`src/hw/exec_pkg.sv`:
```
package exec_pkg;

    localparam int prf_addr_w = 6;
    localparam int prf_depth  = 64;
    localparam int iq_depth   = 8;
    localparam int iq_ptr_w   = $clog2(iq_depth);
    localparam int iq_cnt_w   = iq_ptr_w + 1;   // room for a full queue

    typedef logic [31:0]           word;
    typedef logic [prf_addr_w-1:0] prf_addr;

    typedef enum logic [5:0] {
        uop_or,
        uop_ori,
        uop_lui,     // imm arrives pre-shifted, goes through or
        uop_and,
        uop_andi,
        uop_nor,
        uop_xor,
        uop_xori,
        uop_sll,
        uop_sllv,
        uop_srl,
        uop_srlv,
        uop_sra,
        uop_srav,
        uop_add,
        uop_addi,
        uop_addu,
        uop_addiu,
        uop_sub,
        uop_subu,
        uop_slt,
        uop_slti,
        uop_sltu,
        uop_sltiu,
        uop_mfhi,    // hi is renamed, value is source 0
        uop_jal
    } uop_e;

    typedef enum logic [2:0] {
        alu_logic,
        alu_shift,
        alu_arith,
        alu_move,
        alu_branch
    } alu_type_e;

    // renamed micro-op as it sits in the issue queue
    typedef struct packed {
        uop_e      uop;
        alu_type_e alu_type;
        word       pc;
        word       imm;
        prf_addr   op0_paddr;
        prf_addr   op1_paddr;
        logic      op0re;
        logic      op1re;
        prf_addr   dst_paddr;
        logic      dstwe;
    } uop_bundle;

    typedef struct packed {
        word rs0_data;
        word rs1_data;
    } prf_rd_data;

    // writeback record, also a register file write port
    typedef struct packed {
        logic    valid;
        logic    wen;
        prf_addr rd;
        word     wdata;
        logic    overflow;   // flag only, no trap
    } prf_wr_info;

    typedef struct packed {
        logic    wen;
        prf_addr rd;
        word     wdata;
    } bypass_info;

endpackage

```
`src/hw/issue_select.sv`:
```
`timescale 1ns/1ps

module issue_select import exec_pkg::*; (
    input  logic                clk,
    input  logic                rst,
    input  uop_bundle           head0,
    input  uop_bundle           head1,
    input  logic [iq_cnt_w-1:0] count,
    input  prf_rd_data          rd_data0,
    input  prf_rd_data          rd_data1,
    output logic [1:0]          pop_n,
    output prf_addr [1:0]       rd_addr0,
    output prf_addr [1:0]       rd_addr1,
    output logic                ex0_valid,
    output logic                ex1_valid,
    output uop_bundle           ex0_uop,
    output uop_bundle           ex1_uop,
    output prf_rd_data          ex0_data,
    output prf_rd_data          ex1_data
);

    logic issue0;
    logic issue1;
    logic dep_src0;
    logic dep_src1;
    logic pair_dep;

    // head1 reading what head0 writes has to wait a cycle
    assign dep_src0 = head1.op0re && (head1.op0_paddr == head0.dst_paddr);
    assign dep_src1 = head1.op1re && (head1.op1_paddr == head0.dst_paddr);
    assign pair_dep = head0.dstwe && (dep_src0 || dep_src1);

    assign issue0 = (count != '0);
    assign issue1 = (count >= iq_cnt_w'(2)) && !pair_dep;

    always_comb begin
        if (issue1) begin
            pop_n = 2'd2;
        end else if (issue0) begin
            pop_n = 2'd1;
        end else begin
            pop_n = 2'd0;
        end
    end

    // index 0 is source 0, index 1 is source 1
    assign rd_addr0[0] = head0.op0_paddr;
    assign rd_addr0[1] = head0.op1_paddr;
    assign rd_addr1[0] = head1.op0_paddr;
    assign rd_addr1[1] = head1.op1_paddr;

    always_ff @(posedge clk) begin
        if (rst) begin
            ex0_valid <= 1'b0;
            ex1_valid <= 1'b0;
        end else begin
            ex0_valid <= issue0;
            ex1_valid <= issue1;   // bubble otherwise
        end
    end

    // lane payload, qualified by the valids
    always_ff @(posedge clk) begin
        ex0_uop  <= head0;
        ex1_uop  <= head1;
        ex0_data <= rd_data0;
        ex1_data <= rd_data1;
    end

    // lane 1 never runs ahead of lane 0, keeps results in order
    assert property (@(posedge clk) disable iff (rst)
        ex1_valid |-> ex0_valid)
        else $error("issue_select: lane 1 issued without lane 0");

endmodule

```
`config.mk`:
```
export PLATFORM = sky130hd
export DESIGN_NAME = issue_select
export DESIGN_NICKNAME = d
export VERILOG_FILES = /design/src/hw/exec_pkg.sv /design/src/hw/issue_select.sv
export SDC_FILE = /design/constraint.sdc
export NUM_CORES = 1
export LEC_CHECK = 0
export BUFFER_PORTS_ARGS = -buffer_cell sky130_fd_sc_hd__buf_2
export CORE_AREA = 2 2 261 263
export DETAILED_ROUTE_END_ITERATION = 10
export DIE_AREA = 0 0 263 265
export SLEW_MARGIN = 20
export SYNTH_ARGS = -nofsm -noshare
export SYNTH_HDL_FRONTEND = slang
export SYNTH_SLANG_ARGS = --single-unit
```
`constraint.sdc`:
```
create_clock -name clk -period 1.3 [get_ports clk]
set_input_delay 0.13 -clock clk [delete_from_list [all_inputs] [get_ports clk]]
set_output_delay 0.13 -clock clk [all_outputs]
set_load 0.01 [all_outputs]
```
**Word level (Yosys, flattened, before mapping)**

Index checks and enable logic that the tools add are counted.

- Flip-flop bits (word level): 318
- Output and inout port bits: 344
- Word-level logic and storage cells: 38

- Muxes and demuxes: 2
- Order comparisons: 1
- Equality and inequality tests: 2
- Reduce and logical (&&, ||, !) cells: 7

Operator list:

| cell | count |
|---|---|
| $eq 6x6->1 | 2 |
| $ge 4x2->1 const B | 1 |
| $logic_and 1x1->1 | 4 |
| $reduce_bool 4->1 | 1 |
| $mux 2 | 1 |
| $logic_not 1->1 | 1 |
| $logic_or 1x1->1 | 1 |
| $mux 1 | 1 |

**Longest topological paths before layout**

- Depth after elaboration: 7
- Mapped depth: 6
- Depth with buffers taken out: 5

**Worst setup path before layout**

OpenSTA, ideal clock, no wires.

- Kind: input port to output port
- From: in head1[16] (netlist name)
- To: out pop_n[1]
- Arrival time: 888 ps
- Slack: 282 ps
- Stages: 5
- Cells stage by stage: xor2_1 -> nor4_1 -> o21a_1 -> nor2_1 -> buf_4

- Word-level cells in the longest chain between the ends: 7

RTL lines:

| item | line | text |
|---|---|---|
| start, declared | issue_select.sv:7 | `input uop_bundle head1,` |
| $eq 6x6->1 | issue_select.sv:29 | `assign dep_src0 = head1.op0re && (head1.op0_paddr == head0.dst_paddr);` |
| $logic_and 1x1->1 | issue_select.sv:29 |  |
| $logic_or 1x1->1 | issue_select.sv:31 | `assign pair_dep = head0.dstwe && (dep_src0 \|\| dep_src1);` |
| $logic_and 1x1->1 | issue_select.sv:31 |  |
| $logic_not 1->1 | issue_select.sv:34 | `assign issue1 = (count >= iq_cnt_w'(2)) && !pair_dep;` |
| $logic_and 1x1->1 | issue_select.sv:34 |  |
| via issue1 | issue_select.sv:23 | `logic issue1;` |
| $mux 2 | issue_select.sv:37 | `if (issue1) begin` |
| end, declared | issue_select.sv:11 | `output logic [1:0] pop_n,` |

The timed path passes the listed nets, and every way through them passes these cells.

**Final worst setup path**

- From: in head0[2] (netlist name)
- To: out pop_n[0]

- Word-level cells in the longest chain between the ends: 7

RTL lines:

| item | line | text |
|---|---|---|
| start, declared | issue_select.sv:6 | `input uop_bundle head0,` |
| $eq 6x6->1, on equally long branches | issue_select.sv:29, issue_select.sv:30 |  |
| $logic_and 1x1->1, on equally long branches | issue_select.sv:29, issue_select.sv:30 |  |
| $logic_or 1x1->1 (*) | issue_select.sv:31 |  |
| $logic_and 1x1->1 (*) | issue_select.sv:31 |  |
| $logic_not 1->1 (*) | issue_select.sv:34 |  |
| $logic_and 1x1->1 (*) | issue_select.sv:34 |  |
| $mux 2 (*) | issue_select.sv:37 |  |

Mark *: on every way between the ends. The rest lies on a longest branch, timed or not.

==> flow_metrics.env <==
export IMPL_pwr_share_comb_pct=10.4
export IMPL_avgSynthCellArea_um2=18.4
export IMPL_pwr_share_clk_pct=43.9
export IMPL_timing_fmax_mhz=740
export IMPL_synth_warnings=0
export IMPL_drt_iter0_drc=164
export IMPL_die_y_um=265
export IMPL_seq_area_frac_synth_pct=94.7
export IMPL_run_status="finished, violations left"
export IMPL_finalCritPeriodShare_pct=104
export IMPL_p_seq_share_pct=45.7
export IMPL_clock_path_buffers=3
export IMPL_power_density_mw_per_mm2=1470
export IMPL_clk_pin_slew_worst_paths_ps=60
export IMPL_portBuffers=665
export IMPL_p_sw_uw=5090
export IMPL_critPathCaptureType="output pin"
export IMPL_failed_checks="negative setup slack"
export IMPL_track_usage_pct=8.82
export IMPL_critPathRequiredTime_ps=1170
export IMPL_tns_ps=-50.7
export IMPL_grt_max_degree=14
export IMPL_intPower_uw=17800
export IMPL_clockRootBuffer="clkbuf_16"
export IMPL_routedWlPerCell_um=14.4
export IMPL_area_delta_synth_final_pct=131
export IMPL_rsz0062_at_grt="true"
export IMPL_path_cells="buf_4 -> xnor2_2 -> nand4_1 -> nor4_2 -> o21a_2 -> mux2_4 -> buf_6"
export IMPL_chipWidth_um=263
export IMPL_fill_cells=6994
export IMPL_dp_final_hpwl_um=21800
export IMPL_worst_slack_ps=-50.7
export IMPL_drc_errors=0
export IMPL_routed_wl_um=32700
export IMPL_rows=95
export IMPL_htreeDepth=2
export IMPL_hp_class="in2reg"
export IMPL_drv_cap=0
export IMPL_dieArea_mm2=0.0697
export IMPL_setup_viol=1
export IMPL_place_gp_congestion=0.821
export IMPL_max_slew_margin_pct=76.0
export IMPL_antenna_left=0
export IMPL_vdd_drop_max_v=0.000927
export IMPL_path_class="in2out"
export IMPL_cts_tree="yes"
export IMPL_fin_crit_ps=1350
export IMPL_grt_pass1_wl_um=45300
export IMPL_synthCells=366
export IMPL_grt_pass1_vias=7417
export IMPL_fp_coreArea_mm2=0.0668
export IMPL_synth_seq_cells=318
export IMPL_cp_top_family="multiplexers"
export IMPL_switching_share_pct=22.3
export IMPL_crit_slowest_cell="mux2_4"
export IMPL_slowest_delay_ps=280
export IMPL_ios=666
export IMPL_drive_above_1_share_pct=52.5
export IMPL_synth_area_mm2=0.00673
export IMPL_initial_core_util_pct=10.1
export IMPL_firstDrtPassIters=4
export IMPL_via_per_inst=2.94
export IMPL_synth_nets=688
export IMPL_tightest_slew_ps=358
export IMPL_hold_viol=0
export IMPL_vias=6664
export IMPL_cts_buffers_inserted=35
export IMPL_grt_overflow=0
export IMPL_cp_max_fo=3
export IMPL_cp_num_buf_inv=2
export IMPL_nNetsFinal=1690
export IMPL_pre_cts_ws_ps=-309
export IMPL_postCtsSetupBuffers=0
export IMPL_antenna_found_initial=10
export IMPL_ys_types=12
export IMPL_cp_data_arrival_time_ps=1220
export IMPL_cts_sink_count=318
export IMPL_p_leak_uw=0.00735
export IMPL_critPathLaunchType="input pin"
export IMPL_maxSlewViolCount=0
-- cells in the mapped netlist, drive strengths merged --
cell   instances  area, um^2
a21oi          1        5.00
buf           25         188
dfxtp        318        6370
inv            1        3.75
mux2           1        11.3
nand4          2        12.5
nor2           1        3.75
nor3           2        10.0
nor4           2        12.5
o21a           1        7.51
xnor2          6        52.6
xor2           6        52.6
-- cells in the final DEF (no fill, tap or decap), types with 2 or more instances in the layout --
master	instances
buf_2	654
buf_4	8
buf_6	5
buf_8	4
bufinv_16	3
clkbuf_1	10
clkbuf_16	37
clkbuf_8	5
clkinv_2	3
clkinvlp_4	2
dfxtp_1	318
diode_2	2
dlygate4sd3_1	319
nand4_1	2
nor3_1	2
nor4_2	2
xnor2_2	2
xnor2_4	3
xor2_1	6
-- power by group through the flow --
stage          combinational (uW)  clock [uW]  sequential (uW)
2_1_floorplan                 116           0            10900
3_3_place_gp                 1510           0            10600
3_5_place_dp                 1520           0            10600
4_1_cts                      2330       10400            10400
5_1_grt                      2520       10800            10500
6_report                     2380       10000            10400
-- logic make-up (layout without fill, tap and decap cells) --
family	count (synthesis)	count (layout)	share of synthesized area, %
DFF	318	318	94.7
buffers and inverters	26	1052	2.85
xor gates and xnor gates	12	12	1.56
and+or+nand+nor	7	7	0.577
AOI/OAI and AO/OA	2	2	0.186
muxes	1	1	0.167
other	0	2	0
-- what timing repair did --
item,4_1_cts,5_1_grt
resized for setup,21,14
hold buffers,319,0
endpoints found under the setup margin,2,3
pin swaps,11,8
endpoints found under the hold margin,318,0
-- state kept, by name (all words and copies together), names as in the netlist --
signal	count
ex0_uop	94
ex0_data	64
ex1_valid	1
ex1_data	64
ex1_uop	94
ex0_valid	1
-- path summary, 6_finish.rpt --
check,endpoint,cells past startpoint,from,slack [ps]
setup / recovery,pop_n[0],7,head0[2],-50
hold / removal,ex1_valid,4,count[3],120
-- cell type report --
cell class | instances | area (um^2) | area share [%]
antenna | 2 | 5.00 | 0.0322
tap | 873 | 1090 | 7.03
inverter | 1 | 3.75 | 0.0242
clock buffer | 52 | 1030 | 6.65
sequential | 318 | 6370 | 41.0
clock inverter | 9 | 129 | 0.830
multi-input combinational | 22 | 256 | 1.65
timing repair buffer | 990 | 6640 | 42.8
-- through the flow --
step | util (%) | power (uW) | hold WS [ps] | instance area, um^2 | cells
finish | 23.2 | 22900 | 121 | 15500 | 2267
floorplan | - | 11000 | 158 | 6730 | 366
global route | 23.2 | 23800 | 120 | 15500 | 2266
detailed placement | 16.5 | 12200 | 234 | 11000 | 1885
CTS | 23.2 | 23200 | 28.7 | 15500 | 2265
global placement | 16.5 | 12100 | 232 | 11000 | 1885
-- routing by layer --
metal  global-route usage (%)  vias up  routed length (um)
li1                         -     3136                   -
met1                     8.35     3008               10800
met2                     16.4      434               16900
met3                     3.57       76                3620
met4                     4.49       10                1290
met5                        0        -                  63
Note: power is estimated with default switching activity, not from simulation.
