==> src/hw/exec_pkg.sv <==
package exec_pkg;

    localparam int prf_addr_w = 6;
    localparam int prf_depth  = 64;
    localparam int iq_depth   = 8;
    localparam int iq_ptr_w   = $clog2(iq_depth);
    localparam int iq_cnt_w   = iq_ptr_w + 1;   // room for a full queue

    typedef logic [31:0]           word;
    typedef logic [prf_addr_w-1:0] prf_addr;

    typedef enum logic [5:0] {
        uop_or,
        uop_ori,
        uop_lui,     // imm arrives pre-shifted, goes through or
        uop_and,
        uop_andi,
        uop_nor,
        uop_xor,
        uop_xori,
        uop_sll,
        uop_sllv,
        uop_srl,
        uop_srlv,
        uop_sra,
        uop_srav,
        uop_add,
        uop_addi,
        uop_addu,
        uop_addiu,
        uop_sub,
        uop_subu,
        uop_slt,
        uop_slti,
        uop_sltu,
        uop_sltiu,
        uop_mfhi,    // hi is renamed, value is source 0
        uop_jal
    } uop_e;

    typedef enum logic [2:0] {
        alu_logic,
        alu_shift,
        alu_arith,
        alu_move,
        alu_branch
    } alu_type_e;

    // renamed micro-op as it sits in the issue queue
    typedef struct packed {
        uop_e      uop;
        alu_type_e alu_type;
        word       pc;
        word       imm;
        prf_addr   op0_paddr;
        prf_addr   op1_paddr;
        logic      op0re;
        logic      op1re;
        prf_addr   dst_paddr;
        logic      dstwe;
    } uop_bundle;

    typedef struct packed {
        word rs0_data;
        word rs1_data;
    } prf_rd_data;

    // writeback record, also a register file write port
    typedef struct packed {
        logic    valid;
        logic    wen;
        prf_addr rd;
        word     wdata;
        logic    overflow;   // flag only, no trap
    } prf_wr_info;

    typedef struct packed {
        logic    wen;
        prf_addr rd;
        word     wdata;
    } bypass_info;

endpackage

==> src/hw/issue_queue.sv <==
`timescale 1ns/1ps

module issue_queue import exec_pkg::*; (
    input  logic                clk,
    input  logic                rst,
    input  logic                push,
    input  uop_bundle           push_uop,
    input  logic [1:0]          pop_n,
    output uop_bundle           head0,
    output uop_bundle           head1,
    output logic [iq_cnt_w-1:0] count,
    output logic                full
);

    uop_bundle mem [iq_depth];

    logic [iq_ptr_w-1:0] head_ptr;
    logic [iq_ptr_w-1:0] head_nxt;
    logic [iq_ptr_w-1:0] tail_ptr;

    assign head_nxt = head_ptr + 1'b1;   // wraps at depth

    assign head0 = mem[head_ptr];
    assign head1 = mem[head_nxt];
    assign full  = (count == iq_cnt_w'(iq_depth));

    // pointers and occupancy
    always_ff @(posedge clk) begin
        if (rst) begin
            head_ptr <= '0;
            tail_ptr <= '0;
            count    <= '0;
        end else begin
            if (push) begin
                tail_ptr <= tail_ptr + 1'b1;
            end
            head_ptr <= head_ptr + iq_ptr_w'(pop_n);
            count    <= count + iq_cnt_w'(push) - iq_cnt_w'(pop_n);
        end
    end

    // entry storage
    always_ff @(posedge clk) begin
        if (push) begin
            mem[tail_ptr] <= push_uop;
        end
    end

    // source must watch in_full
    assert property (@(posedge clk) disable iff (rst)
        push |-> !full)
        else $error("issue_queue: push while full");

    assert property (@(posedge clk) disable iff (rst)
        iq_cnt_w'(pop_n) <= count)
        else $error("issue_queue: pop_n %0d exceeds count %0d", pop_n, count);

endmodule

==> config.mk <==
export PLATFORM = sky130hd
export DESIGN_NAME = issue_queue
export DESIGN_NICKNAME = d
export VERILOG_FILES = /design/src/hw/exec_pkg.sv /design/src/hw/issue_queue.sv
export SDC_FILE = /design/constraint.sdc
export NUM_CORES = 1
export LEC_CHECK = 0
export ABC_AREA = 1
export BUFFER_PORTS_ARGS = -buffer_cell sky130_fd_sc_hd__buf_4
export CORE_AREA = 5 5 278 280
export CTS_CLUSTER_SIZE = 12
export DETAILED_ROUTE_END_ITERATION = 10
export DIE_AREA = 0 0 283 285
export PLACE_DENSITY_LB_ADDON = 0.08
export SYNTH_ARGS = -nofsm -noshare
export SYNTH_HDL_FRONTEND = slang
export SYNTH_SLANG_ARGS = --single-unit
==> constraint.sdc <==
create_clock -name clk -period 5.6 [get_ports clk]
set_input_delay 1.12 -clock clk [delete_from_list [all_inputs] [get_ports clk]]
set_output_delay 1.12 -clock clk [all_outputs]
set_load 0.05 [all_outputs]
# Word level (Yosys, flattened, before mapping)
# Memory sizes are Yosys's and may differ from the RTL's. A register that Yosys moved wholly into a read port is not among the register bits.
# Cells that the tools add are included.
[word_totals]
regBits = 10
ram_bits = 752
inputBits = 99
output_inout_bits = 193
elab_cells = 13
memories = 1
[classes]
add_sub_neg = 5
eq_ne = 1
muxes = 3
[mem_list]
columns = ["memory", "words", "width", "rd", "rd_ports_with_merged_regs", "write_ports", "line_no", "text"]
rows = [
  ["mem", 8, 94, 2, 1, 1, "issue_queue.sv:15", "uop_bundle mem [iq_depth];"],
]
[op_table]
columns = ["op", "n"]
rows = [
  ["adder 3 x 1 -> 3 bit, second input constant", 2],
  ["adder 4 x 1 -> 4 bit", 1],
  ["== test 4 bit, second input constant", 1],
  ["subtractor 4 x 2 -> 4 bit", 1],
  ["adder 3 x 2 -> 3 bit", 1],
  ["two-way mux 3 bit", 1],
  ["two-way mux 1 bit", 2],
]

# Longest topological paths before layout
[logic_depth]
word_depth = 2
ltp_mapped = 10
mapped_depth_nobuf = 9

# Worst setup path before layout
# No wires, ideal clock.
[synth_path]
kind = "input-to-reg"
from = "input push"
to = "memory mem[0][0] (netlist bit), enable pin"
setup_ns = 0.547
t_arrival_ns = 5.404
t_required_ns = 5.053
path_slack_ns = -0.351
path_stages = 3
n_path_buf = 0
cell_sequence = "inv_1 -> or2_2 -> nor2_1"
[synth_via]
elab_chain_len = 2
[synth_lines]
columns = ["element", "line_no", "text"]
rows = [
  ["start: declaration", "issue_queue.sv:6", "input logic push,"],
  ["two-way mux 1 bit", "issue_queue.sv:44", "if (push) begin"],
  ["two-way mux 1 bit (not written as such)", "issue_queue.sv:45", "mem[tail_ptr] <= push_uop;"],
  ["end: declaration", "issue_queue.sv:15", ""],
]
# Every way passes these cells.

==> tab_implementation.tex <==
\begin{tabular}{lr}
\hline
Metric & Value \\
\hline
\multicolumn{2}{l}{\textbf{Synthesis}} \\
\quad Area share of fa/ha/maj cells after synthesis & 0.377\% \\
\quad Post-synthesis simple-gate area fraction & 32.3\% \\
\quad Share of synthesized registers carrying an async set or reset & 0\% \\
\quad Main combinational cell family by area after synthesis & simple AND/OR/NAND/NOR gates \\
\quad Synth warnings & 0 \\
\quad Primary FF master, synth & sky130\_fd\_sc\_hd\_\_edfxtp\_1 \\
\quad Fraction of the mapped netlist area in compound gates & 0.0990\% \\
\quad Area of the mapped netlist & 40500 um2 \\
\quad Share of cell area taken by muxes after synthesis & 0\% \\
\quad Largest cells by area after synthesis & sky130\_fd\_sc\_hd\_\_edfxtp\_1 56\%, sky130\_fd\_sc\_hd\_\_nand2\_1 23\%, sky130\_fd\_sc\_hd\_\_nand3\_1 9.3\% \\
\quad Mapped Nets & 5181 \\
\quad Cells after synthesis & 5071 \\
\quad Post-synthesis share of cell area spent on xor and xnor gates & 0.0897\% \\
\quad Proportion of netlist area held by the largest area contributor & 55.8\% \\
\quad Post-Synthesis Mean Instance Area & 7.98 um2 \\
\quad Cell taking the most area after synthesis & sky130\_fd\_sc\_hd\_\_edfxtp\_1 \\
\quad Seq/Total Area, Yosys & 56.3\% \\
\quad Post-synth EDFFs & 752 \\
\quad Most used standard cells in the synthesized netlist & 2455 x sky130\_fd\_sc\_hd\_\_nand2\_1, 768 x sky130\_fd\_sc\_hd\_\_inv\_1, 753 x sky130\_fd\_sc\_hd\_\_nand3\_1 \\
\quad Number of synthesized register bits & 762 \\
\quad Number of unique standard cell types used by synthesis & 19 \\
\quad Most numerous cell in the Yosys netlist & sky130\_fd\_sc\_hd\_\_nand2\_1 \\
\multicolumn{2}{l}{\textbf{Critical path}} \\
\quad Highest cell delay on the worst timing path & 0.92 ns \\
\quad Ordered list of cells on the worst path & xnor2\_4 -> inv\_4 -> buf\_4 -> nand2\_1 -> nand2\_1 -> buf\_4 \\
\quad Worst setup path category & flop to output pin \\
\quad Sort of element at the end of the critical path & output pin \\
\quad Endpoint arrival time on the critical path & 3.43 ns \\
\quad Worst setup SP type & flop \\
\quad Data required time of the critical path & 4.48 ns \\
\quad Worst-path cell with the longest stage delay & sky130\_fd\_sc\_hd\_\_dfxtp\_4 \\
\quad Reg2reg setup slack & 3.16 ns \\
\quad Largest driver fanout on the critical path & 60 \\
\multicolumn{2}{l}{\textbf{STA}} \\
\quad Upper clock frequency limit & 220 MHz \\
\quad Final count of negative-setup-slack endpoints & 0 \\
\quad Minimum clock period & 4.55 ns \\
\quad Worst clock skew & 0.0157 ns \\
\quad Final hold violation count & 0 \\
\quad Period utilization & 81.3\% \\
\quad Final count of pins violating max slew & 0 \\
\quad Setup repair after global routing missed its margin & false \\
\quad Setup tns final & 0 ns \\
\quad Transition time of the tightest slew-check pin & 1.15 ns \\
\quad Rel. slew slack & 23.6\% \\
\multicolumn{2}{l}{\textbf{Routing}} \\
\quad Post-detailed-route DRC marker count & 0 \\
\quad Post-Route WL & 109000 um \\
\quad Via-per-instance ratio & 5.23 \\
\quad M1 wire length & 44300 um \\
\quad Highest signal layer in the routed design & met5 \\
\quad Met3 wire length & 8100 um \\
\quad Met2 Routed Length & 52100 um \\
\quad Count of TritonRoute iterations in the first routing pass & 6 \\
\quad Average wire per cell in the routed design & 17.4 um \\
\quad Vias after detailed routing & 32600 \\
\quad Number of routed nets with antenna violations & 0 \\
\quad DRC violation total after the first TritonRoute iteration & 2659 \\
\multicolumn{2}{l}{\textbf{Floorplanning}} \\
\quad Number of top-level design ports & 292 \\
\quad Full die area & 80700 um2 \\
\quad Placement Rows & 100 \\
\quad Die Y-Extent & 285 um \\
\quad Die width & 283 um \\
\quad Area of the core & 74200 um2 \\
\quad Initial standard-cell utilization of the core & 54.5\% \\
\multicolumn{2}{l}{\textbf{Final layout}} \\
\quad Ratio of cells with drive above 1 in the final layout & 8.81\% \\
\quad Nets & 5314 \\
\quad Area used by sequential logic in the layout & 22800 um2 \\
\quad Synthesis-to-finish area growth & 12.7\% \\
\quad Count of fill cells added during filler insertion & 6428 \\
\quad Total non-filler cell area in the finished layout & 45600 um2 \\
\quad Final cell utilization of the core & 61.4\% \\
\quad Combined area of the multi-input logic cells & 13400 um2 \\
\multicolumn{2}{l}{\textbf{Clock network}} \\
\quad TritonCTS Buffers & 84 \\
\quad Hold buffer count at CTS & 0 \\
\quad Clock transition time at the flip-flop clock pins of the worst setup and hold paths & 0.06 ns \\
\quad Number of levels in the clock H-tree & 3 \\
\quad Clock tree buffer depth & 3 \\
\quad Post-cts resize count & 0 \\
\quad Sinks on Clock Net & 762 \\
\quad Clock tree from TritonCTS & built \\
\quad Number of buffers added for setup after CTS & 0 \\
\quad Worst-Skew Late Latency & 0.62 ns \\
\quad Clock tree root buffer cell & sky130\_fd\_sc\_hd\_\_clkbuf\_16 \\
\multicolumn{2}{l}{\textbf{Place}} \\
\quad Placer Congestion & 0.783 \\
\quad Placement Cell Area & 43000 um2 \\
\quad Detailed placer's ending HPWL & 58700 um \\
\quad Input/output buffers & 291 \\
\multicolumn{2}{l}{\textbf{Run status}} \\
\quad Result of the run & finished clean \\
\multicolumn{2}{l}{\textbf{GRT}} \\
\quad Number of antenna violations at the first check in global routing & 7 \\
\quad Via count of the first global-routing pass & 30600 \\
\quad GR Overflow Total & 0 \\
\quad Largest net degree at the start of global routing & 241 \\
\quad Global-route wire length before repair & 168000 um \\
\quad Global-route total usage across every layer & 26.3\% \\
\multicolumn{2}{l}{\textbf{Pwr}} \\
\quad Total design power & 17.5 mW \\
\quad Total power density per cell area & 383 nW/um2 \\
\quad Worst IR Drop VDD & 0.311 mV \\
\quad Static leakage & 22.1 nW \\
\multicolumn{2}{l}{\textbf{Job}} \\
\quad Number of max-cap violations & 0 \\
\multicolumn{2}{l}{\textbf{Worst hold path}} \\
\quad Type of the most critical hold path & flop to flop \\
\hline
\end{tabular}
==> per-stage QoR <==
step | cells | worst slack [ns] | hold slack [ns]
6_report | 6237 | 1.05 | 0.502
5_1_grt | 6235 | 0.898 | 0.536
4_1_cts | 6233 | 0.990 | 0.504
3_5_place_dp | 6087 | 1.67 | 0.499
3_3_place_gp | 6087 | 1.70 | 0.482
2_1_floorplan | 5071 | -0.351 | 0.463
==> report_power, final <==
| part | switching [mW] | internal [mW] |
|---|---|---|
| Sequential | 0.0947 | 6.41 |
| Combinational | 4.28 | 1.53 |
| Clock | 2.17 | 2.99 |
| Total | 6.54 | 10.9 |
==> critical path, delay by kind of cell, from the launching register on <==
family                    cells  cell delay [ns]
buffers and inverters         3             1.42
and+or+nand+nor               2             0.20
DFF                           1             0.92
xor gates and xnor gates      1             0.17
==> metal layers <==
| metal | vias up | GRT usage (%) |
|---|---|---|
| met5 | - | 0 |
| met4 | 8 | 10.1 |
| met3 | 263 | 4.23 |
| met2 | 1192 | 44.5 |
| met1 | 15100 | 34.4 |
| li1 | 16100 | - |
==> layout make-up <==
class / instances / area share (%)
well taps: 969 / 2.66
repair buffers: 337 / 5.99
diodes: 4 / 0.0220
multi-input cells: 3247 / 29.3
clock inverters: 44 / 0.593
clock buffers: 102 / 4.99
flip-flops and latches: 762 / 50.0
inverters: 772 / 6.42
==> cell usage in the layout (no fill, tap or decap) <==
| cell type | instances |
|---|---|
| sky130_fd_sc_hd__inv_4 | 2 |
| sky130_fd_sc_hd__inv_6 | 2 |
| sky130_fd_sc_hd__xnor2_4 | 1 |
| sky130_fd_sc_hd__clkinv_1 | 28 |
| sky130_fd_sc_hd__ha_4 | 1 |
| sky130_fd_sc_hd__edfxtp_1 | 752 |
| sky130_fd_sc_hd__inv_8 | 3 |
| sky130_fd_sc_hd__nor2_1 | 8 |
| sky130_fd_sc_hd__clkbuf_1 | 11 |
| sky130_fd_sc_hd__ha_1 | 8 |
| sky130_fd_sc_hd__xor2_1 | 1 |
| sky130_fd_sc_hd__clkbuf_8 | 4 |
| sky130_fd_sc_hd__buf_12 | 16 |
| sky130_fd_sc_hd__dfxtp_1 | 7 |
| sky130_fd_sc_hd__inv_1 | 767 |
| sky130_fd_sc_hd__nand3_1 | 753 |
| sky130_fd_sc_hd__clkinvlp_4 | 1 |
| sky130_fd_sc_hd__or2_2 | 2 |
| sky130_fd_sc_hd__fa_1 | 2 |
| sky130_fd_sc_hd__nor2_4 | 8 |
| sky130_fd_sc_hd__diode_2 | 4 |
| sky130_fd_sc_hd__nand2_1 | 2455 |
| sky130_fd_sc_hd__dfxtp_4 | 3 |
| sky130_fd_sc_hd__bufinv_16 | 3 |
| sky130_fd_sc_hd__a21oi_1 | 5 |
| sky130_fd_sc_hd__clkbuf_16 | 87 |
| sky130_fd_sc_hd__o21ai_0 | 3 |
| sky130_fd_sc_hd__buf_4 | 321 |
| sky130_fd_sc_hd__clkinv_2 | 10 |
==> final timing paths <==
check	start	to	cells past startpoint
worst max-delay path	head_ptr[2]$_SDFF_PP0_	head1[70]	6
worst min-delay path	tail_ptr[0]$_SDFFE_PP0P_	tail_ptr[0]$_SDFFE_PP0P_	2
worst max register to register	tail_ptr[0]$_SDFFE_PP0P_	mem[1][1]$_DFFE_PP_	3
worst min register to register	tail_ptr[0]$_SDFFE_PP0P_	tail_ptr[0]$_SDFFE_PP0P_	2
==> state kept, by name, summed over array words and instances (netlist names) <==
register  flops
tail_ptr      3
count         4
head_ptr      3
mem         752
==> logic make-up (layout without fill, tap and decap cells) <==
group,after synthesis,after routing
AOI/OAI and AO/OA,8,8
adders and majority gates,11,11
DFF,762,762
buffers and inverters,1062,1255
xor gates and xnor gates,2,2
and+or+nand+nor,3226,3226
other,0,4
Power figures use the tool's default switching activity.
