## src/hw/exec_pkg.sv

```systemverilog
package exec_pkg;

    localparam int prf_addr_w = 6;
    localparam int prf_depth  = 64;
    localparam int iq_depth   = 8;
    localparam int iq_ptr_w   = $clog2(iq_depth);
    localparam int iq_cnt_w   = iq_ptr_w + 1;   // room for a full queue

    typedef logic [31:0]           word;
    typedef logic [prf_addr_w-1:0] prf_addr;

    typedef enum logic [5:0] {
        uop_or,
        uop_ori,
        uop_lui,     // imm arrives pre-shifted, goes through or
        uop_and,
        uop_andi,
        uop_nor,
        uop_xor,
        uop_xori,
        uop_sll,
        uop_sllv,
        uop_srl,
        uop_srlv,
        uop_sra,
        uop_srav,
        uop_add,
        uop_addi,
        uop_addu,
        uop_addiu,
        uop_sub,
        uop_subu,
        uop_slt,
        uop_slti,
        uop_sltu,
        uop_sltiu,
        uop_mfhi,    // hi is renamed, value is source 0
        uop_jal
    } uop_e;

    typedef enum logic [2:0] {
        alu_logic,
        alu_shift,
        alu_arith,
        alu_move,
        alu_branch
    } alu_type_e;

    // renamed micro-op as it sits in the issue queue
    typedef struct packed {
        uop_e      uop;
        alu_type_e alu_type;
        word       pc;
        word       imm;
        prf_addr   op0_paddr;
        prf_addr   op1_paddr;
        logic      op0re;
        logic      op1re;
        prf_addr   dst_paddr;
        logic      dstwe;
    } uop_bundle;

    typedef struct packed {
        word rs0_data;
        word rs1_data;
    } prf_rd_data;

    // writeback record, also a register file write port
    typedef struct packed {
        logic    valid;
        logic    wen;
        prf_addr rd;
        word     wdata;
        logic    overflow;   // flag only, no trap
    } prf_wr_info;

    typedef struct packed {
        logic    wen;
        prf_addr rd;
        word     wdata;
    } bypass_info;

endpackage

```

## src/hw/alu.sv

```systemverilog
`timescale 1ns/1ps

module alu import exec_pkg::*; (
    input  logic       clk,
    input  logic       rst,
    input  logic       in_valid,
    input  uop_bundle  uops,
    input  prf_rd_data rdata,
    input  bypass_info bypass_alu0,
    input  bypass_info bypass_alu1,
    output prf_wr_info wb,
    output bypass_info bypass
);

    logic bp0_src0;
    logic bp0_src1;
    logic bp1_src0;
    logic bp1_src1;
    word  src0;
    word  src1;
    word  logic_res;
    word  shift_res;
    word  arith_res;
    word  addend;
    word  sum;
    word  result;
    logic is_sub;
    logic overflow;

    logic    wb_valid;
    logic    wb_wen;
    prf_addr wb_rd;
    word     wb_wdata;
    logic    wb_ovf;

    // bypass only for sources that are actually read
    assign bp0_src0 = uops.op0re && bypass_alu0.wen && (bypass_alu0.rd == uops.op0_paddr);
    assign bp0_src1 = uops.op1re && bypass_alu0.wen && (bypass_alu0.rd == uops.op1_paddr);
    assign bp1_src0 = uops.op0re && bypass_alu1.wen && (bypass_alu1.rd == uops.op0_paddr);
    assign bp1_src1 = uops.op1re && bypass_alu1.wen && (bypass_alu1.rd == uops.op1_paddr);

    assign src0 = bp0_src0 ? bypass_alu0.wdata :
                  bp1_src0 ? bypass_alu1.wdata : rdata.rs0_data;
    assign src1 = !uops.op1re ? uops.imm :
                  bp0_src1    ? bypass_alu0.wdata :
                  bp1_src1    ? bypass_alu1.wdata : rdata.rs1_data;

    always_comb begin
        case (uops.uop)
            uop_or, uop_ori, uop_lui: logic_res = src0 | src1;
            uop_and, uop_andi:        logic_res = src0 & src1;
            uop_nor:                  logic_res = ~(src0 | src1);
            uop_xor, uop_xori:        logic_res = src0 ^ src1;
            default:                  logic_res = '0;
        endcase
    end

    // amount in src0, value in src1
    always_comb begin
        case (uops.uop)
            uop_sll, uop_sllv: shift_res = src1 << src0[4:0];
            uop_srl, uop_srlv: shift_res = src1 >> src0[4:0];
            uop_sra, uop_srav: shift_res = $signed(src1) >>> src0[4:0];   // sign fill
            default:           shift_res = '0;
        endcase
    end

    // subtract as src0 + ~src1 + 1
    assign is_sub = (uops.uop == uop_sub) || (uops.uop == uop_subu);
    assign addend = is_sub ? ~src1 : src1;
    assign sum    = src0 + addend + {31'b0, is_sub};

    always_comb begin
        case (uops.uop)
            uop_slt, uop_slti:   arith_res = {31'b0, $signed(src0) < $signed(src1)};
            uop_sltu, uop_sltiu: arith_res = {31'b0, src0 < src1};
            default:             arith_res = sum;
        endcase
    end

    assign overflow = (src0[31] == addend[31]) && (sum[31] != src0[31]) &&
                      ((uops.uop == uop_add) || (uops.uop == uop_addi) ||
                       (uops.uop == uop_sub));

    always_comb begin
        case (uops.alu_type)
            alu_logic:  result = logic_res;
            alu_shift:  result = shift_res;
            alu_arith:  result = arith_res;
            alu_move:   result = src0;
            alu_branch: result = uops.pc + 32'd8;   // link address
            default:    result = '0;
        endcase
    end

    always_ff @(posedge clk) begin
        if (rst) begin
            wb_valid <= 1'b0;
            wb_wen   <= 1'b0;
        end else begin
            wb_valid <= in_valid;
            wb_wen   <= in_valid && uops.dstwe;
        end
    end

    always_ff @(posedge clk) begin
        wb_rd    <= uops.dst_paddr;
        wb_wdata <= result;
        wb_ovf   <= in_valid && overflow;
    end

    assign wb     = '{valid: wb_valid, wen: wb_wen, rd: wb_rd, wdata: wb_wdata,
                      overflow: wb_ovf};
    assign bypass = '{wen: wb_wen, rd: wb_rd, wdata: wb_wdata};

endmodule

```

## config.mk

```make
export PLATFORM = sky130hd
export DESIGN_NAME = alu
export DESIGN_NICKNAME = d
export VERILOG_FILES = /design/src/hw/exec_pkg.sv /design/src/hw/alu.sv
export SDC_FILE = /design/constraint.sdc
export NUM_CORES = 1
export LEC_CHECK = 0
export ABC_CLOCK_PERIOD_IN_PS = 5920
export BUFFER_PORTS_ARGS = -buffer_cell sky130_fd_sc_hd__buf_2
export CAP_MARGIN = 5
export CELL_PAD_IN_SITES_DETAIL_PLACEMENT = 1
export CELL_PAD_IN_SITES_GLOBAL_PLACEMENT = 1
export CORE_MARGIN = 1.5
export CORE_UTILIZATION = 40
export DETAILED_ROUTE_END_ITERATION = 10
export MAX_ROUTING_LAYER = met4
export PLACE_DENSITY = 0.86
export SETUP_SLACK_MARGIN = 0.1
export SLEW_MARGIN = 30
export SYNTH_ARGS = -nofsm -noshare
export SYNTH_HDL_FRONTEND = slang
export SYNTH_SLANG_ARGS = --single-unit
```

## constraint.sdc

```tcl
create_clock -name clk -period 5.92 [get_ports clk]
set_input_delay 0.296 -clock clk [delete_from_list [all_inputs] [get_ports clk]]
set_output_delay 0.296 -clock clk [all_outputs]
set_load 0.05 [all_outputs]
```

Word-level counts from Yosys, hierarchy flattened --
Index checks and enable logic that the tools add are counted.
Word-level totals: flip-flop bits (word level) 41, latch bits 0, memory bits (writable) 0, bits in read-only memories 0, output and inout bits 80, memories kept 0
Operators by class: $add $sub $neg 3, multiply operators 0, divide/modulo/power cells 0, order comparisons 2, equality and inequality tests 31, shifts and indexed selects 3, mux-type cells 10, bitwise logic cells 5, reduce and logical (&&, ||, !) cells 25
Operators by type and width (number):
- 32-bit two-way mux | 6
- 32-bit one-hot mux with 5 select lines | 1
- 32-bit one-hot mux with 4 select lines | 1
- 32-bit one-hot mux with 3 select lines | 1
- 32-bit < comparator | 2
- 32-bit NOT | 2
- 32-bit one-hot mux with 2 select lines | 1
- 6-bit by 4-bit == test with 1-bit output (second input constant) | 8
- 6-bit by 5-bit == test with 1-bit output (second input constant) | 6
- 32-bit by 1-bit adder with 32-bit output | 1
- 32-bit adder | 1
- 32-bit by 4-bit adder with 32-bit output (second input constant) | 1
- 32-bit AND | 1
- 32-bit bitwise OR | 1
- 32-bit by 5-bit left shift with 32-bit output | 1
- 32-bit by 5-bit right shift with 32-bit output | 1
- 32-bit by 5-bit >>> shifter with 32-bit output | 1
- 32-bit bitwise XOR | 1
- 6-bit by 3-bit == test with 1-bit output (second input constant) | 4
- 6-bit == test | 4
- 2-bit OR reduction | 7
- 6-bit by 2-bit == test with 1-bit output (second input constant) | 2
- 1-bit logical AND | 12
- 3-bit by 2-bit == test with 1-bit output (second input constant) | 2
- 9 further kinds | 11

Depth between registers and ports, before layout --
Gate-level depths: netlist (run 1).
depth in word-level cells 13, depth in mapped cells 24

Worst setup path before layout (run 1) --
OpenSTA, ideal clock, no wires.
path kind input to register, start point input port uops[18] in the netlist's numbering, end point register wb_wdata[20], library setup time 122 ps, data arrival time 4769 ps, path slack 1029 ps, stages 20, buffers on the path 4, cells stage by stage xor2_1 or4_1 buf_2 nor2_1 clkbuf_1 clkbuf_1 clkbuf_1 o21ai_0 ha_1 a21o_1 a41oi_1 o21ai_0 a21o_1 inv_1 a41oi_1 a31o_2 a2111o_1 a31oi_1 xnor2_1 a221o_1
Between the ends: longest elaborated chain between the ends 8, elaborated cells between the ends (all ways) 19, classes of those cells 2 x add/sub; 2 x eq/ne; 3 x shift; 6 x mux; 4 x bitwise; 2 x reduce/logical
Ends and longest elaborated chain:
- from (decl) | line alu.sv:7 | input uop_bundle uops,
- 6-bit == test | line alu.sv:39 | assign bp1_src0 = uops.op0re && bypass_alu1.wen && (bypass_alu1.rd == uops.op0_paddr);
- 1-bit logical AND | line alu.sv:39
- 32-bit two-way mux | line alu.sv:43 | bp1_src0 ? bypass_alu1.wdata : rdata.rs0_data;
- 32-bit two-way mux (*) | line alu.sv:42 | assign src0 = bp0_src0 ? bypass_alu0.wdata :
- 32-bit adder / 32-bit bitwise OR (equally long branches) | line alu.sv:71, alu.sv:50, alu.sv:52
- 32-bit by 1-bit adder with 32-bit output / 32-bit NOT (equally long branches) | line alu.sv:71, alu.sv:52
- 32-bit one-hot mux with 2 select lines / 32-bit one-hot mux with 4 select lines (equally long branches) | line alu.sv:74, alu.sv:49
- 32-bit one-hot mux with 5 select lines (*) | line alu.sv:86 | case (uops.alu_type)
- via result[20] | line alu.sv:26 | word result;
- to (signal assigned) | line alu.sv:108 | wb_wdata <= result;
- to (decl) | line alu.sv:33 | word wb_wdata;
The timed path passes the listed nets; every way through them passes the cells marked *. A chain may end at the register's enable or synchronous reset.

Worst setup path in the final report (run 1) --
start point input port bypass_alu1[33] in the netlist's numbering, end point register wb_ovf
Between the ends: longest elaborated chain between the ends 13, elaborated cells between the ends (all ways) 18, classes of those cells 2 x add/sub; 4 x eq/ne; 6 x mux; 1 x bitwise; 5 x reduce/logical
Ends and longest elaborated chain:
- from (decl) | line alu.sv:10 | input bypass_info bypass_alu1,
- 6-bit == test | line alu.sv:40 | assign bp1_src1 = uops.op1re && bypass_alu1.wen && (bypass_alu1.rd == uops.op1_paddr);
- 1-bit logical AND | line alu.sv:40
- 32-bit two-way mux | line alu.sv:46 | bp1_src1 ? bypass_alu1.wdata : rdata.rs1_data;
- 32-bit two-way mux | line alu.sv:45 | bp0_src1 ? bypass_alu0.wdata :
- 32-bit two-way mux | line alu.sv:44 | assign src1 = !uops.op1re ? uops.imm :
- 32-bit NOT | line alu.sv:70 | assign addend = is_sub ? ~src1 : src1;
- 32-bit two-way mux | line alu.sv:70
- 32-bit adder | line alu.sv:71 | assign sum = src0 + addend + {31'b0, is_sub};
- 32-bit by 1-bit adder with 32-bit output | line alu.sv:71
- 1-bit != test | line alu.sv:81 | assign overflow = (src0[31] == addend[31]) && (sum[31] != src0[31]) &&
- 1-bit logical AND (*) (2 in a row) | line alu.sv:81
- 1-bit logical AND (*) | line alu.sv:109 | wb_ovf <= in_valid && overflow;
- to (signal assigned) | line alu.sv:109
- to (decl) | line alu.sv:34 | logic wb_ovf;
Mark *: on every way between the ends. The rest lies on a longest branch, timed or not.

==> flow_summary.json, run 1 <==
{
  "status": "complete, no violations",
  "hold_class": "in -> reg",
  "ys_types": 90,
  "crit_fanout": 22,
  "ys.flop_type": "dfxtp_1",
  "critPathSlowestCell": "a311oi_1",
  "fmax_ghz": 0.190,
  "met3_usage": 0.122,
  "drt_first_pass_iters": 6,
  "yosys.area.top_type": "ha_1",
  "grt_max_degree": 60,
  "dp_hpwl_um": 68700,
  "antenna_found_initial": 4,
  "layout_common_cells": "buf_2, a21oi_1, o21ai_0",
  "critPathKind": "in -> reg",
  "grt_usage": 0.493,
  "tightest_slew_ns": 1.06,
  "place_ws_ns": 0.569,
  "min_period_ns": 5.26,
  "grt_pass1_wl_um": 121000,
  "rsz0062_at_grt": "no",
  "clk_pin_slew_ns": 0.07,
  "synth_top_cell_area_share": 0.112,
  "fill_cells": 4358,
  "syn_nets": 2349,
  "io_pins": 319,
  "postLayoutSetupSlackWorst_ns": 0.660,
  "grt_pass1_vias": 17800,
  "num_rows": 66,
  "io_buffer_count": 318,
  "end_kind": "flip-flop",
  "num_vias": 18500,
  "regArea_um2": 821,
  "drv_cap": 0,
  "holdBufCountCts": 0,
  "cts_root_buffer": "clkbuf_16",
  "synthToLayoutAreaGrowth_pct": 15.3,
  "cp.required_ns": 6.16,
  "path_buf_inv": 3,
  "tns_ns": 0,
  "ir_drop_v": 0.000122,
  "postRouteAntennaNets": 0,
  "multiInputGateArea_mm2": 0.0114,
  "htree_levels": 2,
  "gp_congestion": 1.07,
  "cts_tree": "yes",
  "nets": 2572,
  "crit_chain": "buf_2, xor2_1, nor4_4, buf_4, buf_4, nand3_1, a311oi_1, nor2_1, xnor2_1, ha_1, a21o_1, a21oi_1, nor2b_1, o21ai_0, nand2b_1, a221oi_1, a21oi_1, or3_1, a21oi_1",
  "post_synth_instance_area_mm2": 0.0134,
  "cts_resized": 0,
  "clock_sinks": 41,
  "busiest_layer": "met2",
  "grt_util_met2": 0.743,
  "syn_inst": 1989,
  "clockBufferDepth": 2,
  "max_stage_delay_ns": 0.85,
  "cp_data_arrival_time_ns": 5.50,
  "slew-limit-headroom": 0.289,
  "core_area_mm2": 0.0328,
  "finalCritPeriodShare": 0.888,
  "routed_wirelength_um": 84400,
  "cp-start-kind": "input pin",
  "die-height_um": 186,
  "grtUsageMet1": 0.578,
  "wl_per_cell_um": 31.7,
  "ys_ff_latch": 41,
  "synth_warnings": 0,
  "fp.dieW_um": 186,
  "leakagePower_nw": 6.77,
  "drive_above_1_share": 0.217,
  "viasPerCell": 6.95,
  "slew_violations": 0,
  "power.density_mw_per_mm2": 156,
  "overflow": 0,
  "critPathTopFamily": "compound AO/OA/AOI/OAI gates",
  "cts-buffers-inserted": 5,
  "drt_iter0_drc": 2121,
  "final_common_cell": "buf_2",
  "hold_violations": 0,
  "die-area_mm2": 0.0347,
  "setup_violations": 0,
  "cts_setup_buffers": 0,
  "ys_top_cells_by_area": "ha_1, mux2i_1, a21oi_1",
  "drc": 0,
  "path_common_cell": "a21oi_1",
  "yosysSeqAreaShare": 0.0611,
  "synth_edf_count": 0,
  "async_reset_ff_frac": 0,
  "floorplan.initialDensity": 0.410,
  "avgSynthCellArea_um2": 6.75
}
## final cells by class
type                       instances  share of cell area
multi-input combinational       1676               0.737
timing repair buffer             403               0.144
sequential                        41              0.0530
tap                              442              0.0357
inverter                          85              0.0206
clock buffer                       6             0.00897
antenna                            5            0.000808
clock inverter                     1            0.000485
## metrics by stage
stage	instance area [um2]	utilization	total power [mW]	hold WS [ns]	cells
2_1_floorplan	13400	-	1.42	0.324	1989
6_report	15500	0.472	2.42	0.0951	2659
3_3_place_gp	15300	0.467	2.02	0.400	2646
4_1_cts	15500	0.471	2.34	0.0916	2653
5_1_grt	15500	0.472	2.50	0.0889	2658
3_5_place_dp	15300	0.467	2.04	0.401	2646
## synth_stat cells (7+ instances only)
library cell  count
nor2_1          138
a222oi_1          8
a211o_1           9
o21ai_0         158
a22oi_1           7
nand2b_1         11
inv_1            79
o31ai_1          15
a311oi_1         33
ha_1            120
a211oi_1         28
o22ai_1          22
o2111ai_1        10
o21bai_1         10
nor4_1            9
xor2_1           33
a21o_1           18
buf_2            29
buf_4            47
a31oi_1          21
buf_1            14
a21oi_1         175
and2_1            8
clkbuf_1         95
and3_1           17
nand2_1         150
o21ai_1          26
o32ai_1           7
a221oi_1         37
nor3_1          100
o221ai_1         13
nand3_1          98
dfxtp_1          41
o211ai_1         29
nor3_2           12
or3_1            11
xnor2_1          72
a221o_1          13
mux2i_1         100
nand4_1          13
nor2b_1          40
## sequential cells by signal, summed over array words and instances (netlist names)
name,count
wb_rd,6
wb_wen,1
wb_ovf,1
wb_wdata,32
wb_valid,1
## report_power, final
| group | switching, mW | total, mW | leakage [nW] | internal, mW |
|---|---|---|---|---|
| registers | 0.0238 | 0.327 | 0.340 | 0.303 |
| logic | 1.26 | 1.79 | 6.36 | 0.538 |
| clock network | 0.134 | 0.300 | 0.0690 | 0.166 |
| total | 1.41 | 2.42 | 6.77 | 1.01 |
## path summary, 6_finish.rpt
kind	startpoint	end	slack (ns)	cells after the start
worst max-delay path	bypass_alu1[33]	wb_ovf	0.66	19
worst min-delay path	uops[5]	wb_rd[4]	0.1	1
## cell families after synthesis
family / after synthesis / share of synthesized area
compound gates: 707 / 0.352
xor+xnor: 105 / 0.0685
fa+ha+maj: 121 / 0.113
buf+inv: 272 / 0.0930
flops: 41 / 0.0611
mux: 102 / 0.0762
simple gates: 641 / 0.236
## routing by layer
| metal | share of wire | vias to the layer above |
|---|---|---|
| met1 | 0.37 | 8911 |
| met2 | 0.43 | 1345 |
| met3 | 0.12 | 346 |
| met4 | 0.079 | 0 |
| met5 | 0 | - |
| li1 | - | 7866 |
Note: power is estimated with default switching activity, not from simulation.
==> run 2: changes to the inputs <==
Settings changed: RECOVER_POWER set to 25.
==> flow_summary.json, run 2 (same netlist as run 1, synthesis figures left out) <==
{
  "drv_cap": 0,
  "synthToLayoutAreaGrowth_pct": 15.1,
  "num_vias": 18500,
  "drc": 0,
  "fp.dieW_um": 186,
  "layoutNonFillerInstCount": 2659,
  "overflow": 0,
  "min_period_ns": 5.28,
  "routed_wirelength_um": 84400,
  "clock_sinks": 41,
  "grt_pass1_wl_um": 121000,
  "io_pins": 319,
  "gp_congestion": 1.07,
  "final_area_mm2": 0.0155,
  "end_kind": "flip-flop",
  "cts_setup_buffers": 0,
  "largest_reg_flops": 32,
  "tns_ns": 0,
  "top_register": "wb_wdata",
  "hold_violations": 0,
  "fmax_ghz": 0.189,
  "slew-limit-headroom": 0.289,
  "htree_levels": 2,
  "cp_data_arrival_time_ns": 5.52,
  "die-area_mm2": 0.0347,
  "postRouteAntennaNets": 0,
  "hold_start": "uops[5]",
  "nets": 2572,
  "setup_violations": 0,
  "cts_tree": "yes",
  "layout_common_cells": "buf_2, a21oi_1, o21ai_0",
  "ir_drop_v": 0.000119,
  "cts_resized": 0,
  "critPathKind": "in -> reg",
  "die-height_um": 186,
  "cts-buffers-inserted": 5,
  "slew_violations": 0,
  "wl_per_cell_um": 31.7,
  "p_total_mw": 2.42,
  "dpl-instance-area_mm2": 0.0153,
  "status": "complete, no violations",
  "whs_ns": 0.0957,
  "viasPerCell": 6.94,
  "finalCritPeriodShare": 0.893,
  "dp_hpwl_um": 68700,
  "floorplan.initialDensity": 0.410,
  "crit_fanout": 22,
  "dp.cells": 2646,
  "grt_pass1_vias": 17800,
  "hold_class": "in -> reg",
  "drt_first_pass_iters": 6,
  "holdBufCountCts": 0,
  "core_area_mm2": 0.0328,
  "final_common_cell": "buf_2",
  "io_buffer_count": 318,
  "tightest_slew_ns": 1.06,
  "largest_registers": "wb_wdata x32, wb_rd x6",
  "drt_iter0_drc": 2126,
  "drive_above_1_share": 0.208,
  "cp.required_ns": 6.16,
  "leakagePower_nw": 6.69,
  "startpoint": "bypass_alu1[33]",
  "grt_max_degree": 60,
  "rsz0062_at_grt": "no",
  "num_rows": 66,
  "cts_root_buffer": "clkbuf_16",
  "cp-start-kind": "input pin",
  "clockBufferDepth": 2,
  "antenna_found_initial": 4,
  "clk_pin_slew_ns": 0.08,
  "grt_usage": 0.493,
  "power.density_mw_per_mm2": 156
}
run 2: cell types whose count changed in the layout (fill, tap and decap cells not counted), sizes merged:
cell,before,now
buf,402,380
clkbuf,7,29
run 2: layout make-up:
type                            count  area [um2]
Antenna cell                        5        12.5
Clock buffer                        6         139
Clock inverter                      1        7.51
Fill cell                        4377       17300
Inverter                           85         319
Multi-Input combinational cell   1676       11400
Sequential cell                    41         821
Tap cell                          442         553
Timing Repair Buffer              403        2200
run 2: through the flow:
stage,utilization,worst slack [ns]
3_5_place_dp,0.467,0.569
4_1_cts,0.471,0.886
3_3_place_gp,0.467,0.578
2_1_floorplan,-,1.03
5_1_grt,0.471,0.436
6_report,0.471,0.636
run 2: worst max-delay path, cell delays in order:
cell and delay [ns]:
buf_2 0.12, xor2_1 0.20, nor4_4 0.28, buf_4 0.23, buf_4 0.30, nand3_1 0.11, a311oi_1 0.87, nor2_1 0.46
xnor2_1 0.25, ha_1 0.27, a21o_1 0.21, a21oi_1 0.17, nor2b_1 0.07, o21ai_0 0.16, nand2b_1 0.08, a221oi_1 0.72
a21oi_1 0.21, or3_1 0.35, a21oi_1 0.16
run 2: path summary, 6_finish.rpt:
path        to  slack, ns  cells after the start
min   wb_rd[4]        0.1                      1
max     wb_ovf       0.64                     19
run 2: report_power, final:
group | switching, mW | total, mW | leakage (nW) | internal, mW
clock | 0.133 | 0.299 | 0.0690 | 0.166
sequential | 0.0243 | 0.327 | 0.340 | 0.303
combinational | 1.26 | 1.79 | 6.28 | 0.534
run 2: per-layer routing:
layer  part of all wire  track usage  up-vias
met1               0.37        0.578     8901
met5                  0            -        -
met3               0.11        0.122      354
met4              0.079        0.336        0
met2               0.43        0.743     1324
li1                   -            -     7871
